`config.mk`:
```
export PLATFORM = sky130hd
export DESIGN_NAME = rv_id_stage
export DESIGN_NICKNAME = d
export VERILOG_FILES = /design/src/hw/rv_id_pkg.sv /design/src/hw/branch_resolve.sv /design/src/hw/inst_decoder.sv /design/src/hw/operand_forward.sv /design/src/hw/rv_id_stage.sv
export VERILOG_INCLUDE_DIRS = /design/src /design/src/hw
export SDC_FILE = /design/constraint.sdc
export NUM_CORES = 1
export LEC_CHECK = 0
export CAP_MARGIN = 10
export CORE_AREA = 2 2 155 157
export DETAILED_ROUTE_END_ITERATION = 10
export DIE_AREA = 0 0 157 159
export DONT_BUFFER_PORTS = 1
export HOLD_SLACK_MARGIN = 0.06
export PLACE_DENSITY_LB_ADDON = 0.08
export SLEW_MARGIN = 40
export SYNTH_ARGS = -nofsm -noshare
export SYNTH_HDL_FRONTEND = slang
export SYNTH_SLANG_ARGS = --single-unit
```
`constraint.sdc`:
```
create_clock -name clk -period 12.7 [get_ports clk]
set_input_delay 0 -clock clk [delete_from_list [all_inputs] [get_ports clk]]
set_output_delay 0 -clock clk [all_outputs]
set_load 0.01 [all_outputs]
```
`src/hw/rv_id_config.svh`:
```
`ifndef RV_ID_CONFIG_SVH
`define RV_ID_CONFIG_SVH

// Data path and address width
`define XLEN 32

// Register file index width
`define REG_ADDR_W 5

// Default word for cleared operands and immediates
`define ZERO_WORD 32'h0000_0000

// x0, used when no register is addressed
`define NOP_REG_ADDR 5'd0

`endif

```
`src/hw/rv_id_pkg.sv`:
```
`default_nettype none
`include "rv_id_config.svh"

package rv_id_pkg;

	typedef enum logic [6:0] {
		OP_LUI    = 7'b0110111,
		OP_AUIPC  = 7'b0010111,
		OP_JAL    = 7'b1101111,
		OP_JALR   = 7'b1100111,
		OP_BRANCH = 7'b1100011,
		OP_LOAD   = 7'b0000011,
		OP_STORE  = 7'b0100011,
		OP_OPI    = 7'b0010011,
		OP_OP     = 7'b0110011
	} opcode_e;

	typedef enum logic [7:0] {
		EX_NOP_OP   = 8'h00,
		EX_ADD_OP   = 8'h01,
		EX_SUB_OP   = 8'h02,
		EX_SLL_OP   = 8'h03,
		EX_SLT_OP   = 8'h04,
		EX_SLTU_OP  = 8'h05,
		EX_XOR_OP   = 8'h06,
		EX_SRL_OP   = 8'h07,
		EX_SRA_OP   = 8'h08,
		EX_OR_OP    = 8'h09,
		EX_AND_OP   = 8'h0a,
		EX_AUIPC_OP = 8'h10,
		EX_JAL_OP   = 8'h11,
		EX_JALR_OP  = 8'h12,
		EX_BEQ_OP   = 8'h20,
		EX_BNE_OP   = 8'h21,
		EX_BLT_OP   = 8'h22,
		EX_BGE_OP   = 8'h23,
		EX_BLTU_OP  = 8'h24,
		EX_BGEU_OP  = 8'h25,
		EX_LB_OP    = 8'h30,
		EX_LH_OP    = 8'h31,
		EX_LW_OP    = 8'h32,
		EX_LBU_OP   = 8'h33,
		EX_LHU_OP   = 8'h34,
		EX_SB_OP    = 8'h38,
		EX_SH_OP    = 8'h39,
		EX_SW_OP    = 8'h3a
	} alu_op_e;

	// Result class picked in EX
	typedef enum logic [2:0] {
		EX_RES_NOP   = 3'd0,
		EX_RES_LOGIC = 3'd1,
		EX_RES_SHIFT = 3'd2,
		EX_RES_ARITH = 3'd3,
		EX_RES_J_B   = 3'd4,
		EX_RES_LD_ST = 3'd5
	} alu_sel_e;

	typedef struct packed {
		logic [6:0] funct7;
		logic [4:0] rs2;
		logic [4:0] rs1;
		logic [2:0] funct3;
		logic [4:0] rd;
		logic [6:0] opcode;
	} r_fmt_t;

	typedef struct packed {
		logic [11:0] imm;
		logic [4:0]  rs1;
		logic [2:0]  funct3;
		logic [4:0]  rd;
		logic [6:0]  opcode;
	} i_fmt_t;

	typedef struct packed {
		logic [6:0] imm_hi;
		logic [4:0] rs2;
		logic [4:0] rs1;
		logic [2:0] funct3;
		logic [4:0] imm_lo;
		logic [6:0] opcode;
	} s_fmt_t;

	typedef struct packed {
		logic       imm_12;
		logic [5:0] imm_10_5;
		logic [4:0] rs2;
		logic [4:0] rs1;
		logic [2:0] funct3;
		logic [3:0] imm_4_1;
		logic       imm_11;
		logic [6:0] opcode;
	} b_fmt_t;

	typedef struct packed {
		logic [19:0] imm;
		logic [4:0]  rd;
		logic [6:0]  opcode;
	} u_fmt_t;

	typedef struct packed {
		logic       imm_20;
		logic [9:0] imm_10_1;
		logic       imm_11;
		logic [7:0] imm_19_12;
		logic [4:0] rd;
		logic [6:0] opcode;
	} j_fmt_t;

	// One instruction word, six ways to read it
	typedef union packed {
		r_fmt_t r_fmt;
		i_fmt_t i_fmt;
		s_fmt_t s_fmt;
		b_fmt_t b_fmt;
		u_fmt_t u_fmt;
		j_fmt_t j_fmt;
	} inst_u;

	typedef struct packed {
		logic                   r1_en;
		logic                   r2_en;
		logic [`REG_ADDR_W-1:0] r1_addr;
		logic [`REG_ADDR_W-1:0] r2_addr;
	} rf_req_t;

	typedef struct packed {
		alu_op_e                aluop;
		alu_sel_e               alusel;
		logic                   w_en;
		logic [`REG_ADDR_W-1:0] w_addr;
		logic [`XLEN-1:0]       imm;
	} dec_ctrl_t;

	typedef struct packed {
		logic                   pre_ld; // Load in flight, data not ready yet
		logic                   w_en;
		logic [`REG_ADDR_W-1:0] w_addr;
		logic [`XLEN-1:0]       w_data;
	} fwd_t;

	typedef struct packed {
		logic             taken;
		logic [`XLEN-1:0] target;
	} branch_t;

	typedef struct packed {
		logic [`XLEN-1:0]       pc;
		alu_op_e                aluop;
		alu_sel_e               alusel;
		logic [`XLEN-1:0]       op1;
		logic [`XLEN-1:0]       op2;
		logic                   w_en;
		logic [`REG_ADDR_W-1:0] w_addr;
		logic [`XLEN-1:0]       imm;
	} id_ex_t;

endpackage

`default_nettype wire

```
`src/hw/branch_resolve.sv`:
```
`timescale 1ns/1ps
`default_nettype none
`include "rv_id_config.svh"

module branch_resolve
	import rv_id_pkg::*;
(
	input  logic [`XLEN-1:0] pc_i,
	input  logic [`XLEN-1:0] imm_i,
	input  logic [`XLEN-1:0] op1_i,
	input  logic [`XLEN-1:0] op2_i,
	input  logic [2:0]       funct3_i,
	input  logic             is_branch_i,
	input  logic             is_jal_i,
	input  logic             is_jalr_i,
	output branch_t          branch_o
);

	logic eq;
	logic lt_s;
	logic lt_u;

	assign eq   = (op1_i == op2_i);
	assign lt_s = ($signed(op1_i) < $signed(op2_i));
	assign lt_u = (op1_i < op2_i);

	always_comb
	begin
		branch_o.taken  = 1'b0;
		branch_o.target = `ZERO_WORD;
		if (is_jal_i)
		begin
			branch_o.taken  = 1'b1;
			branch_o.target = pc_i + imm_i;
		end
		else if (is_jalr_i)
		begin
			branch_o.taken  = 1'b1;
			branch_o.target = op1_i + imm_i; // Register relative
		end
		else if (is_branch_i)
		begin
			branch_o.target = pc_i + imm_i;
			case (funct3_i)
				3'b000: branch_o.taken = eq;
				3'b001: branch_o.taken = !eq;
				3'b100: branch_o.taken = lt_s;
				3'b101: branch_o.taken = !lt_s;
				3'b110: branch_o.taken = lt_u;
				3'b111: branch_o.taken = !lt_u;
				default: branch_o.taken = 1'b0;
			endcase
		end
	end

endmodule

`default_nettype wire

```
`src/hw/inst_decoder.sv`:
```
`timescale 1ns/1ps
`default_nettype none
`include "rv_id_config.svh"

module inst_decoder
	import rv_id_pkg::*;
(
	input  inst_u     inst_i,
	output rf_req_t   rf_req_o,
	output dec_ctrl_t ctrl_o,
	output logic      is_branch_o,
	output logic      is_jal_o,
	output logic      is_jalr_o
);

	logic [6:0]       opcode;
	logic [2:0]       funct3;
	logic             f7b30;
	logic             is_reg;
	logic             valid;
	logic [`XLEN-1:0] imm_i_s;
	logic [`XLEN-1:0] imm_i_z;
	logic [`XLEN-1:0] imm_sh;
	logic [`XLEN-1:0] imm_s;
	logic [`XLEN-1:0] imm_b;
	logic [`XLEN-1:0] imm_u;
	logic [`XLEN-1:0] imm_j;

	assign opcode = inst_i.r_fmt.opcode;
	assign funct3 = inst_i.r_fmt.funct3;
	assign f7b30  = inst_i.r_fmt.funct7[5];
	assign is_reg = (opcode == OP_OP);

	assign imm_i_s = {{(`XLEN-12){inst_i.i_fmt.imm[11]}}, inst_i.i_fmt.imm};
	assign imm_i_z = {{(`XLEN-12){1'b0}}, inst_i.i_fmt.imm};
	assign imm_sh  = {{(`XLEN-5){1'b0}}, inst_i.r_fmt.rs2}; // shamt sits in rs2
	assign imm_s   = {{(`XLEN-12){inst_i.s_fmt.imm_hi[6]}}, inst_i.s_fmt.imm_hi,
		inst_i.s_fmt.imm_lo};
	assign imm_b   = {{(`XLEN-12){inst_i.b_fmt.imm_12}}, inst_i.b_fmt.imm_11,
		inst_i.b_fmt.imm_10_5, inst_i.b_fmt.imm_4_1, 1'b0};
	assign imm_u   = {inst_i.u_fmt.imm, 12'h000};
	assign imm_j   = {{(`XLEN-20){inst_i.j_fmt.imm_20}}, inst_i.j_fmt.imm_19_12,
		inst_i.j_fmt.imm_11, inst_i.j_fmt.imm_10_1, 1'b0};

	always_comb
	begin
		valid            = 1'b1;
		rf_req_o.r1_en   = 1'b0;
		rf_req_o.r2_en   = 1'b0;
		rf_req_o.r1_addr = inst_i.r_fmt.rs1;
		rf_req_o.r2_addr = inst_i.r_fmt.rs2;
		ctrl_o.aluop     = EX_NOP_OP;
		ctrl_o.alusel    = EX_RES_NOP;
		ctrl_o.w_en      = 1'b0;
		ctrl_o.w_addr    = `NOP_REG_ADDR;
		ctrl_o.imm       = `ZERO_WORD;
		case (opcode)
			OP_LUI:
			begin
				ctrl_o.aluop  = EX_OR_OP; // imm OR imm
				ctrl_o.alusel = EX_RES_LOGIC;
				ctrl_o.w_en   = 1'b1;
				ctrl_o.w_addr = inst_i.r_fmt.rd;
				ctrl_o.imm    = imm_u;
			end
			OP_AUIPC:
			begin
				ctrl_o.aluop  = EX_AUIPC_OP;
				ctrl_o.alusel = EX_RES_ARITH;
				ctrl_o.w_en   = 1'b1;
				ctrl_o.w_addr = inst_i.r_fmt.rd;
				ctrl_o.imm    = imm_u;
			end
			OP_JAL:
			begin
				ctrl_o.aluop  = EX_JAL_OP;
				ctrl_o.alusel = EX_RES_J_B;
				ctrl_o.w_en   = 1'b1;
				ctrl_o.w_addr = inst_i.r_fmt.rd;
				ctrl_o.imm    = imm_j;
			end
			OP_JALR:
			begin
				rf_req_o.r1_en = 1'b1;
				ctrl_o.aluop   = EX_JALR_OP;
				ctrl_o.alusel  = EX_RES_J_B;
				ctrl_o.w_en    = 1'b1;
				ctrl_o.w_addr  = inst_i.r_fmt.rd;
				ctrl_o.imm     = imm_i_s;
			end
			OP_BRANCH:
			begin
				rf_req_o.r1_en = 1'b1;
				rf_req_o.r2_en = 1'b1;
				ctrl_o.imm     = imm_b;
				case (funct3)
					3'b000: ctrl_o.aluop = EX_BEQ_OP;
					3'b001: ctrl_o.aluop = EX_BNE_OP;
					3'b100: ctrl_o.aluop = EX_BLT_OP;
					3'b101: ctrl_o.aluop = EX_BGE_OP;
					3'b110: ctrl_o.aluop = EX_BLTU_OP;
					3'b111: ctrl_o.aluop = EX_BGEU_OP;
					default: valid = 1'b0;
				endcase
			end
			OP_LOAD:
			begin
				rf_req_o.r1_en = 1'b1;
				ctrl_o.alusel  = EX_RES_LD_ST;
				ctrl_o.w_en    = 1'b1;
				ctrl_o.w_addr  = inst_i.r_fmt.rd;
				ctrl_o.imm     = imm_i_s;
				case (funct3)
					3'b000: ctrl_o.aluop = EX_LB_OP;
					3'b001: ctrl_o.aluop = EX_LH_OP;
					3'b010: ctrl_o.aluop = EX_LW_OP;
					3'b100: ctrl_o.aluop = EX_LBU_OP;
					3'b101: ctrl_o.aluop = EX_LHU_OP;
					default: valid = 1'b0;
				endcase
			end
			OP_STORE:
			begin
				rf_req_o.r1_en = 1'b1;
				rf_req_o.r2_en = 1'b1;
				ctrl_o.alusel  = EX_RES_LD_ST;
				ctrl_o.imm     = imm_s;
				case (funct3)
					3'b000: ctrl_o.aluop = EX_SB_OP;
					3'b001: ctrl_o.aluop = EX_SH_OP;
					3'b010: ctrl_o.aluop = EX_SW_OP;
					default: valid = 1'b0;
				endcase
			end
			OP_OPI, OP_OP:
			begin
				rf_req_o.r1_en = 1'b1;
				rf_req_o.r2_en = is_reg;
				ctrl_o.w_en    = 1'b1;
				ctrl_o.w_addr  = inst_i.r_fmt.rd;
				case (funct3)
					3'b000:
					begin
						ctrl_o.aluop  = (is_reg && f7b30) ? EX_SUB_OP : EX_ADD_OP;
						ctrl_o.alusel = EX_RES_ARITH;
						ctrl_o.imm    = imm_i_s;
					end
					3'b010, 3'b011:
					begin
						ctrl_o.aluop  = funct3[0] ? EX_SLTU_OP : EX_SLT_OP;
						ctrl_o.alusel = EX_RES_ARITH;
						ctrl_o.imm    = imm_i_s;
					end
					3'b001, 3'b101:
					begin
						ctrl_o.aluop  = !funct3[2] ? EX_SLL_OP : (f7b30 ? EX_SRA_OP : EX_SRL_OP);
						ctrl_o.alusel = EX_RES_SHIFT;
						ctrl_o.imm    = imm_sh;
					end
					default:
					begin
						// XOR, OR, AND
						ctrl_o.aluop  = !funct3[1] ? EX_XOR_OP : (funct3[0] ? EX_AND_OP : EX_OR_OP);
						ctrl_o.alusel = EX_RES_LOGIC;
						ctrl_o.imm    = imm_i_z;
					end
				endcase
				if (is_reg)
					ctrl_o.imm = `ZERO_WORD;
			end
			default: valid = 1'b0;
		endcase
		if (!valid)
		begin
			rf_req_o = '{r1_en: 1'b0, r2_en: 1'b0, r1_addr: `NOP_REG_ADDR,
				r2_addr: `NOP_REG_ADDR};
			ctrl_o   = '{aluop: EX_NOP_OP, alusel: EX_RES_NOP, w_en: 1'b0,
				w_addr: `NOP_REG_ADDR, imm: `ZERO_WORD};
		end
	end

	assign is_branch_o = valid && (opcode == OP_BRANCH);
	assign is_jal_o    = (opcode == OP_JAL);
	assign is_jalr_o   = (opcode == OP_JALR);

endmodule

`default_nettype wire

```
`src/hw/operand_forward.sv`:
```
`timescale 1ns/1ps
`default_nettype none
`include "rv_id_config.svh"

module operand_forward
	import rv_id_pkg::*;
(
	input  logic                   en_i,
	input  logic [`REG_ADDR_W-1:0] addr_i,
	input  logic [`XLEN-1:0]       rf_data_i,
	input  logic [`XLEN-1:0]       imm_i,
	input  fwd_t                   ex_fwd_i,
	input  fwd_t                   mem_fwd_i,
	output logic [`XLEN-1:0]       data_o,
	output logic                   hazard_o
);

	logic ex_hit;
	logic mem_hit;

	// x0 is not special here
	assign ex_hit  = (ex_fwd_i.w_addr == addr_i);
	assign mem_hit = (mem_fwd_i.w_addr == addr_i);

	always_comb
	begin
		data_o   = rf_data_i;
		hazard_o = 1'b0;
		if (!en_i)
			data_o = imm_i; // Unused source carries the immediate
		else if (ex_fwd_i.pre_ld && ex_hit)
			hazard_o = 1'b1; // Load result not back yet
		else if (ex_fwd_i.w_en && ex_hit)
			data_o = ex_fwd_i.w_data;
		else if (mem_fwd_i.w_en && mem_hit)
			data_o = mem_fwd_i.w_data;
	end

endmodule

`default_nettype wire

```
`src/hw/rv_id_stage.sv`:
```
`timescale 1ns/1ps
`default_nettype none
`include "rv_id_config.svh"

module rv_id_stage
	import rv_id_pkg::*;
(
	input  logic             clk,
	input  logic             rst,
	input  logic [`XLEN-1:0] pc_i,
	input  inst_u            inst_i,
	input  logic [`XLEN-1:0] r1_data_i,
	input  logic [`XLEN-1:0] r2_data_i,
	input  fwd_t             ex_fwd_i,
	input  fwd_t             mem_fwd_i,
	output rf_req_t          rf_req_o,
	output logic             stall_req_o,
	output branch_t          branch_o,
	output id_ex_t           id_ex_o
);

	localparam id_ex_t ID_EX_BUBBLE = '{pc: `ZERO_WORD, aluop: EX_NOP_OP,
		alusel: EX_RES_NOP, op1: `ZERO_WORD, op2: `ZERO_WORD, w_en: 1'b0,
		w_addr: `NOP_REG_ADDR, imm: `ZERO_WORD};

	dec_ctrl_t        ctrl;
	logic             is_branch;
	logic             is_jal;
	logic             is_jalr;
	logic [`XLEN-1:0] op1;
	logic [`XLEN-1:0] op2;
	logic             hazard1;
	logic             hazard2;

	inst_decoder i_inst_decoder (
		.inst_i      (inst_i),
		.rf_req_o    (rf_req_o),
		.ctrl_o      (ctrl),
		.is_branch_o (is_branch),
		.is_jal_o    (is_jal),
		.is_jalr_o   (is_jalr)
	);

	operand_forward i_fwd_r1 (
		.en_i      (rf_req_o.r1_en),
		.addr_i    (rf_req_o.r1_addr),
		.rf_data_i (r1_data_i),
		.imm_i     (ctrl.imm),
		.ex_fwd_i  (ex_fwd_i),
		.mem_fwd_i (mem_fwd_i),
		.data_o    (op1),
		.hazard_o  (hazard1)
	);

	operand_forward i_fwd_r2 (
		.en_i      (rf_req_o.r2_en),
		.addr_i    (rf_req_o.r2_addr),
		.rf_data_i (r2_data_i),
		.imm_i     (ctrl.imm),
		.ex_fwd_i  (ex_fwd_i),
		.mem_fwd_i (mem_fwd_i),
		.data_o    (op2),
		.hazard_o  (hazard2)
	);

	assign stall_req_o = hazard1 | hazard2;

	// Compares use the forwarded operands
	branch_resolve i_branch_resolve (
		.pc_i        (pc_i),
		.imm_i       (ctrl.imm),
		.op1_i       (op1),
		.op2_i       (op2),
		.funct3_i    (inst_i.r_fmt.funct3),
		.is_branch_i (is_branch),
		.is_jal_i    (is_jal),
		.is_jalr_i   (is_jalr),
		.branch_o    (branch_o)
	);

	always_ff @(posedge clk)
	begin
		if (rst || stall_req_o)
			id_ex_o <= ID_EX_BUBBLE; // Bubble while upstream holds
		else
			id_ex_o <= '{pc: pc_i, aluop: ctrl.aluop, alusel: ctrl.alusel, op1: op1,
				op2: op2, w_en: ctrl.w_en, w_addr: ctrl.w_addr, imm: ctrl.imm};
	end

endmodule

`default_nettype wire

```
After elaboration in Yosys (flattened, before gate mapping)
Index checks and enable logic that the tools add are counted.
{"block": "word_totals", "reg_bits": 145, "in_bits": 208, "output_inout_bits": 191, "elab_cells": 106}
{"block": "op_classes", "add_sub_neg": 2, "order_cmp": 2, "eq_ne": 21, "mux": 40, "bitwise": 3, "reduce_logical": 30}
{"op": "2-to-1 mux 32 bit", "n": 10}
{"op": "case mux 32 bit (6 select lines)", "n": 1}
{"op": "2-to-1 mux 33 bit", "n": 3}
{"op": "adder 32 bit", "n": 2}
{"op": "less-than comparator 32 bit", "n": 2}
{"op": "case mux 32 bit (2 select lines)", "n": 1}
{"op": "case mux 8 bit (8 select lines)", "n": 1}
{"op": "case mux 6 bit (6 select lines)", "n": 1}
{"op": "case mux 11 bit (3 select lines)", "n": 1}
{"op": "== test 32 bit", "n": 1}
{"op": "case mux 6 bit (5 select lines)", "n": 1}
{"op": "== test 7 x 6 -> 1 bit (second input constant)", "n": 3}
{"op": "== test 7 bit (second input constant)", "n": 3}
{"op": "== test 5 bit", "n": 4}
{"op": "case mux 6 bit (3 select lines)", "n": 1}
{"op": "OR reduction 2 bit", "n": 9}
{"op": "OR reduction 6 bit", "n": 3}
{"op": "2-to-1 mux 8 bit", "n": 2}
{"op": "case mux 3 bit (5 select lines)", "n": 1}
{"op": "== test 7 x 5 -> 1 bit (second input constant)", "n": 2}
{"op": "== test 3 bit (second input constant)", "n": 4}
{"op": "2-to-1 mux 12 bit", "n": 1}
{"op": "2-to-1 mux 1 bit", "n": 9}
{"op": "OR reduction 3 bit", "n": 3}
{"op": "other kinds (17)", "n": 29}

Longest topological paths before layout
{"block": "logic_depth", "depth_word": 17, "mapped_depth": 29}

By module
A second synthesis with hierarchy kept.
{"block": "unflattened", "hier_cells": 1681, "hier_area_um2": 14879.3}
{"module": "rv_id_stage", "instances": 1, "cells_per_inst": 339, "area_each_um2": 5398.9, "seq_area_each_um2": 2902.8}
{"module": "branch_resolve", "instances": 1, "cells_per_inst": 582, "area_each_um2": 4194.0, "seq_area_each_um2": 0.0}
{"module": "operand_forward", "instances": 2, "cells_per_inst": 284, "area_each_um2": 2074.5, "seq_area_each_um2": 0.0}
{"module": "inst_decoder", "instances": 1, "cells_per_inst": 192, "area_each_um2": 1137.3, "seq_area_each_um2": 0.0}

Worst setup path after synthesis
Ideal clock, no wire load.
{"block": "synth_path", "kind": "input-to-output", "from": "input port inst_i[4] (netlist bit)", "to": "output port branch_o[30] (netlist bit)", "arrival_ps": 5043, "path_slack_ps": 7657, "cell_stages": 29, "n_path_buf": 6, "cell_sequence": "buf_6 -> and3b_1 -> buf_4 -> a32oi_4 -> o211a_1 -> o311ai_1 -> and3_1 -> buf_2 -> a22o_1 -> buf_2 -> buf_4 -> buf_2 -> nand2_1 -> o21ai_0 -> nand2_1 -> inv_1 -> ha_1 -> inv_1 -> fa_1 -> nor2b_1 -> o31a_1 -> a2111oi_0 -> o21ai_0 -> a211oi_1 -> nor3_1 -> nor3_1 -> o41a_1 -> xor2_1 -> o22ai_1"}
{"item": "from (decl)", "line": "rv_id_stage.sv:11", "text": "input inst_u inst_i,"}
{"item": "to (decl)", "line": "rv_id_stage.sv:18", "text": "output branch_t branch_o,"}

==> impl_table.tex <==
\begin{tabular}{lr}
\hline
Metric & Value \\
\hline
\multicolumn{2}{l}{\textbf{Clock network}} \\
\quad Buffer depth of the longest clock path & 2 \\
\quad Post-CTS Hold Buffers & 147 \\
\quad \# Post-CTS Setup Buffers & 0 \\
\quad Clock tree from TritonCTS & built \\
\quad Reg clk slew, reported paths & 70 ps \\
\quad H-tree Lvls & 4 \\
\quad CTS root buf & sky130\_fd\_sc\_hd\_\_clkbuf\_16 \\
\quad Number of buffers inserted during clock tree synthesis & 17 \\
\quad CTS resizes & 0 \\
\quad Sink count of the clock tree & 143 \\
\multicolumn{2}{l}{\textbf{Synth}} \\
\quad Synthesis-stage register bit count & 143 \\
\quad Largest family of logic cells by synthesized area & compound AO/OA/AOI/OAI gates \\
\quad Area of the mapped netlist & 10940 sq um \\
\quad Post-synthesis xor/xnor area fraction & 5.363\% \\
\quad Most frequent cells after synthesis & 146 x sky130\_fd\_sc\_hd\_\_nor2\_1, 143 x sky130\_fd\_sc\_hd\_\_dfxtp\_1, 141 x sky130\_fd\_sc\_hd\_\_nand2\_1 \\
\quad Area fraction in and, or, nand and nor cells after synthesis & a little over a fifth \\
\quad Post-Syn Area per Cell & 7.777 sq um \\
\quad Portion of synthesized cell area occupied by the leading cell type & 26.16\% \\
\quad Sequential-to-total area share from yosys stat & 26.16\% \\
\quad Adder and majority gate portion of the synthesized area & 11.11\% \\
\quad Synth cell types & 82 \\
\quad Multiplexer share of the synthesized area & 3.716\% \\
\quad Top flip-flop cell by instance count after synthesis & sky130\_fd\_sc\_hd\_\_dfxtp\_1 \\
\quad Synth async-reset ratio & 0\% \\
\quad Most area-consuming cells after synthesis & sky130\_fd\_sc\_hd\_\_dfxtp\_1 26\%, sky130\_fd\_sc\_hd\_\_ha\_1 11\%, sky130\_fd\_sc\_hd\_\_a21oi\_1 5.4\%, sky130\_fd\_sc\_hd\_\_nor2\_1 5.0\%, sky130\_fd\_sc\_hd\_\_and2\_1 5.0\% \\
\quad Top-count cell post-synth & sky130\_fd\_sc\_hd\_\_nor2\_1 \\
\quad Count of flip-flops with a built-in enable after synthesis & 0 \\
\quad Warning count from the yosys run & 0 \\
\quad Post-synthesis cell count & around 1400 \\
\quad Complex-gate fraction of the synthesized area & 26.59\% \\
\quad Most area-hungry cell type in the Yosys netlist & sky130\_fd\_sc\_hd\_\_dfxtp\_1 \\
\multicolumn{2}{l}{\textbf{STA}} \\
\quad Transition time at the pin with the least slew margin & 870.5 ps \\
\quad Count of final hold-check violations & 0 \\
\quad Slew HR & 41.58\% \\
\quad Achievable frequency & 125.2 MHz \\
\quad Time the final worst path needs with I/O delays and setup & roughly 8000 ps \\
\quad Slew Limit Fails & 0 \\
\quad Crit share post-route & 62.91\% \\
\quad Accumulated negative setup slack & 0 ps \\
\quad Unrepaired setup endpoints after global routing & no \\
\quad Finish-stage setup viols & 0 \\
\multicolumn{2}{l}{\textbf{Pwr}} \\
\quad Gate power share & 12.1\% \\
\quad Overall power consumption & 1.160 mW \\
\quad Internal power contribution & $\sim$0.86 mW \\
\quad Static leakage & roughly 6 nW \\
\quad Power dissipated by switching net loads & 0.2983 mW \\
\quad Seq pwr share & 39.7\% \\
\quad Largest vdd supply drop & 76.73 uV \\
\quad Power density over the cells & 87.78 nW/um\^{}2 \\
\quad Switching part of the total power & approximately a quarter \\
\quad Clock share of power & between 40\% and 50\% \\
\multicolumn{2}{l}{\textbf{Status}} \\
\quad Result of the run & completed \\
\multicolumn{2}{l}{\textbf{Final layout}} \\
\quad Net count, final & 1811 \\
\quad Register with the highest flop count & id\_ex\_o \\
\quad Area of the multi-input gates & 7535 sq um \\
\quad Number of flip-flops under the largest register name & 143 \\
\quad Registers with the most flip-flops & id\_ex\_o x143 \\
\quad Fillcell total & 2175 \\
\quad Sequential cell area & $\sim$2900 sq um \\
\quad Area growth from synthesis to layout & 20.73\% \\
\quad Share of layout cells above drive strength 1 & 5.007\% \\
\multicolumn{2}{l}{\textbf{Die}} \\
\quad Height of the die & 159 um \\
\quad Die extent in x & 157 um \\
\quad I/O pin total & 399 \\
\quad Initial standard-cell utilization of the core & approximately 47\% \\
\quad Site row count & 56 \\
\quad Die Outline Area & between 20000 and 25000 sq um \\
\quad Core region area & 23190 sq um \\
\multicolumn{2}{l}{\textbf{Route}} \\
\quad Drt initial violations & 1136 \\
\quad Amount of wire on met2 after detailed routing & just under 20000 um \\
\quad Length of routed wiring on met1 & 18850 um \\
\quad Routed wire length & 45680 um \\
\quad Post-DR vias/cell & around 6.2 \\
\quad Sum of met3 wire segment lengths after detailed routing & 4878 um \\
\quad Final routed DRC violation total & 0 \\
\quad Count of antenna-violating nets left after detailed routing & 0 \\
\quad First-pass iteration count of the detailed router & 6 \\
\quad Overall via count from detail\_route & 11480 \\
\quad Wire length per cell after detailed routing & 24.84 um \\
\quad Highest Signal Layer & met4 \\
\multicolumn{2}{l}{\textbf{Flow run}} \\
\quad Maximum capacitance violations & 0 \\
\multicolumn{2}{l}{\textbf{Hold path}} \\
\quad Hold path startpoint & rst \\
\quad Endpoint of the worst hold-timing path & id\_ex\_o[6] \\
\quad Worst hold path class & primary input to flop \\
\quad Number of stages on the worst hold path & 2 \\
\multicolumn{2}{l}{\textbf{Setup path}} \\
\quad Category of the worst setup path launch point & primary input \\
\quad Type of element capturing the critical path & primary output \\
\quad Data required time of the critical path & about 13000 ps \\
\quad WP data arrival & between 7000 and 8000 ps \\
\quad Worst setup path category & primary input to primary output \\
\quad Highest net fanout along the worst path & 33 \\
\multicolumn{2}{l}{\textbf{Place}} \\
\quad Post-detail-place hpwl & around 34000 um \\
\quad Gpl congestion & approximately 1 \\
\quad Number of buffer cells added on primary ports & 0 \\
\multicolumn{2}{l}{\textbf{GRT}} \\
\quad Antenna violations before repair & 1 \\
\quad Global-route wire length before repair & 66520 um \\
\quad Vias in the first global route & 11090 \\
\quad Largest net degree at the start of global routing & 71 \\
\quad Overall global routing resource usage & 35.13\% \\
\quad Congestion Overflow GR & 0 \\
\hline
\end{tabular}
==> stage by stage <==
stage	util [%]	instances	worst slack [ps]	hold WS [ps]	area (sq um)
floorplan	-	1408	7657	108.7	10950
global placement	47.74	1659	5777	122.2	11070
detailed placement	47.79	1660	5710	119.5	11080
CTS	56.85	1837	4393	60.05	13180
global route	56.95	1838	4302	61.51	13210
finish	56.96	1839	4710	59.86	13210
==> worst max-delay path, cell delays in order <==
cell	delay [ps]
sky130_fd_sc_hd__dlygate4sd3_1	790
sky130_fd_sc_hd__nand2b_1	230
sky130_fd_sc_hd__a32oi_4	360
sky130_fd_sc_hd__o211ai_4	260
sky130_fd_sc_hd__a211oi_1	560
sky130_fd_sc_hd__o221a_4	630
sky130_fd_sc_hd__o21a_2	660
sky130_fd_sc_hd__buf_4	430
sky130_fd_sc_hd__nor2_1	80
sky130_fd_sc_hd__a311o_1	320
sky130_fd_sc_hd__dlygate4sd3_1	560
sky130_fd_sc_hd__o21a_1	150
sky130_fd_sc_hd__ha_1	350
sky130_fd_sc_hd__nand3_1	100
sky130_fd_sc_hd__or3_1	390
sky130_fd_sc_hd__nor4_1	470
sky130_fd_sc_hd__nand3_1	200
sky130_fd_sc_hd__a31oi_1	290
sky130_fd_sc_hd__a211oi_1	110
sky130_fd_sc_hd__mux2i_1	230
sky130_fd_sc_hd__o22ai_1	140
sky130_fd_sc_hd__xnor2_1	170
sky130_fd_sc_hd__o21ai_0	500
==> cells by family after synthesis <==
| family | count (synthesis) |
|---|---|
| other cells | 1 |
| fa+ha+maj | 96 |
| compound gates | 433 |
| buf+inv | 134 |
| simple gates | 493 |
| mux | 40 |
| xor+xnor | 67 |
| flops | 143 |
==> cells in the final DEF (no fill, tap or decap), types with 44 or more instances in the layout <==
cell | synthesis | layout
sky130_fd_sc_hd__a21o_1 | 44 | 44
sky130_fd_sc_hd__a21oi_1 | 118 | 117
sky130_fd_sc_hd__and2_1 | 87 | 87
sky130_fd_sc_hd__dfxtp_1 | 143 | 143
sky130_fd_sc_hd__dlygate4sd3_1 | 0 | 147
sky130_fd_sc_hd__ha_1 | 94 | 94
sky130_fd_sc_hd__inv_1 | 51 | 51
sky130_fd_sc_hd__nand2_1 | 141 | 139
sky130_fd_sc_hd__nor2_1 | 146 | 146
sky130_fd_sc_hd__o21ai_0 | 65 | 65
==> how the worst max path moves through the flow <==
| stage | startpoint | endpoint | slack, ps | cells past startpoint |
|---|---|---|---|---|
| after floorplan | inst_i[4] | branch_o[30] | 7660 | 29 |
| after detailed placement | inst_i[6] | branch_o[32] | 5710 | 21 |
| final | inst_i[13] | branch_o[32] | 4710 | 23 |
| after CTS | inst_i[13] | branch_o[32] | 4390 | 23 |
| after global routing | inst_i[13] | branch_o[32] | 4300 | 23 |
| after global placement | inst_i[6] | branch_o[32] | 5780 | 21 |
==> power groups by stage <==
stage	Combinational, mW	Clock, mW	Sequential (mW)
6_report	0.140	0.559	0.461
5_1_grt	0.149	0.583	0.461
4_1_cts	0.136	0.560	0.461
3_5_place_dp	0.104	0	0.471
3_3_place_gp	0.103	0	0.471
2_1_floorplan	0.0887	0	0.470
==> layout make-up <==
type,count,area share (%)
multi-input cells,1131,57.04
flip-flops and latches,143,21.67
repair buffers,162,11.99
clock buffers,21,3.561
well taps,319,3.021
inverters,52,1.478
clock inverters,9,1.203
diodes,2,0.03789
==> metal layers <==
layer / vias to the layer above / track usage (%)
met5: - / 0
li1: 5254 / -
met1: 5365 / 45.86
met4: 0 / 15.97
met2: 740 / 54.21
met3: 121 / 9.064
Note: power is estimated with default switching activity, not from simulation.
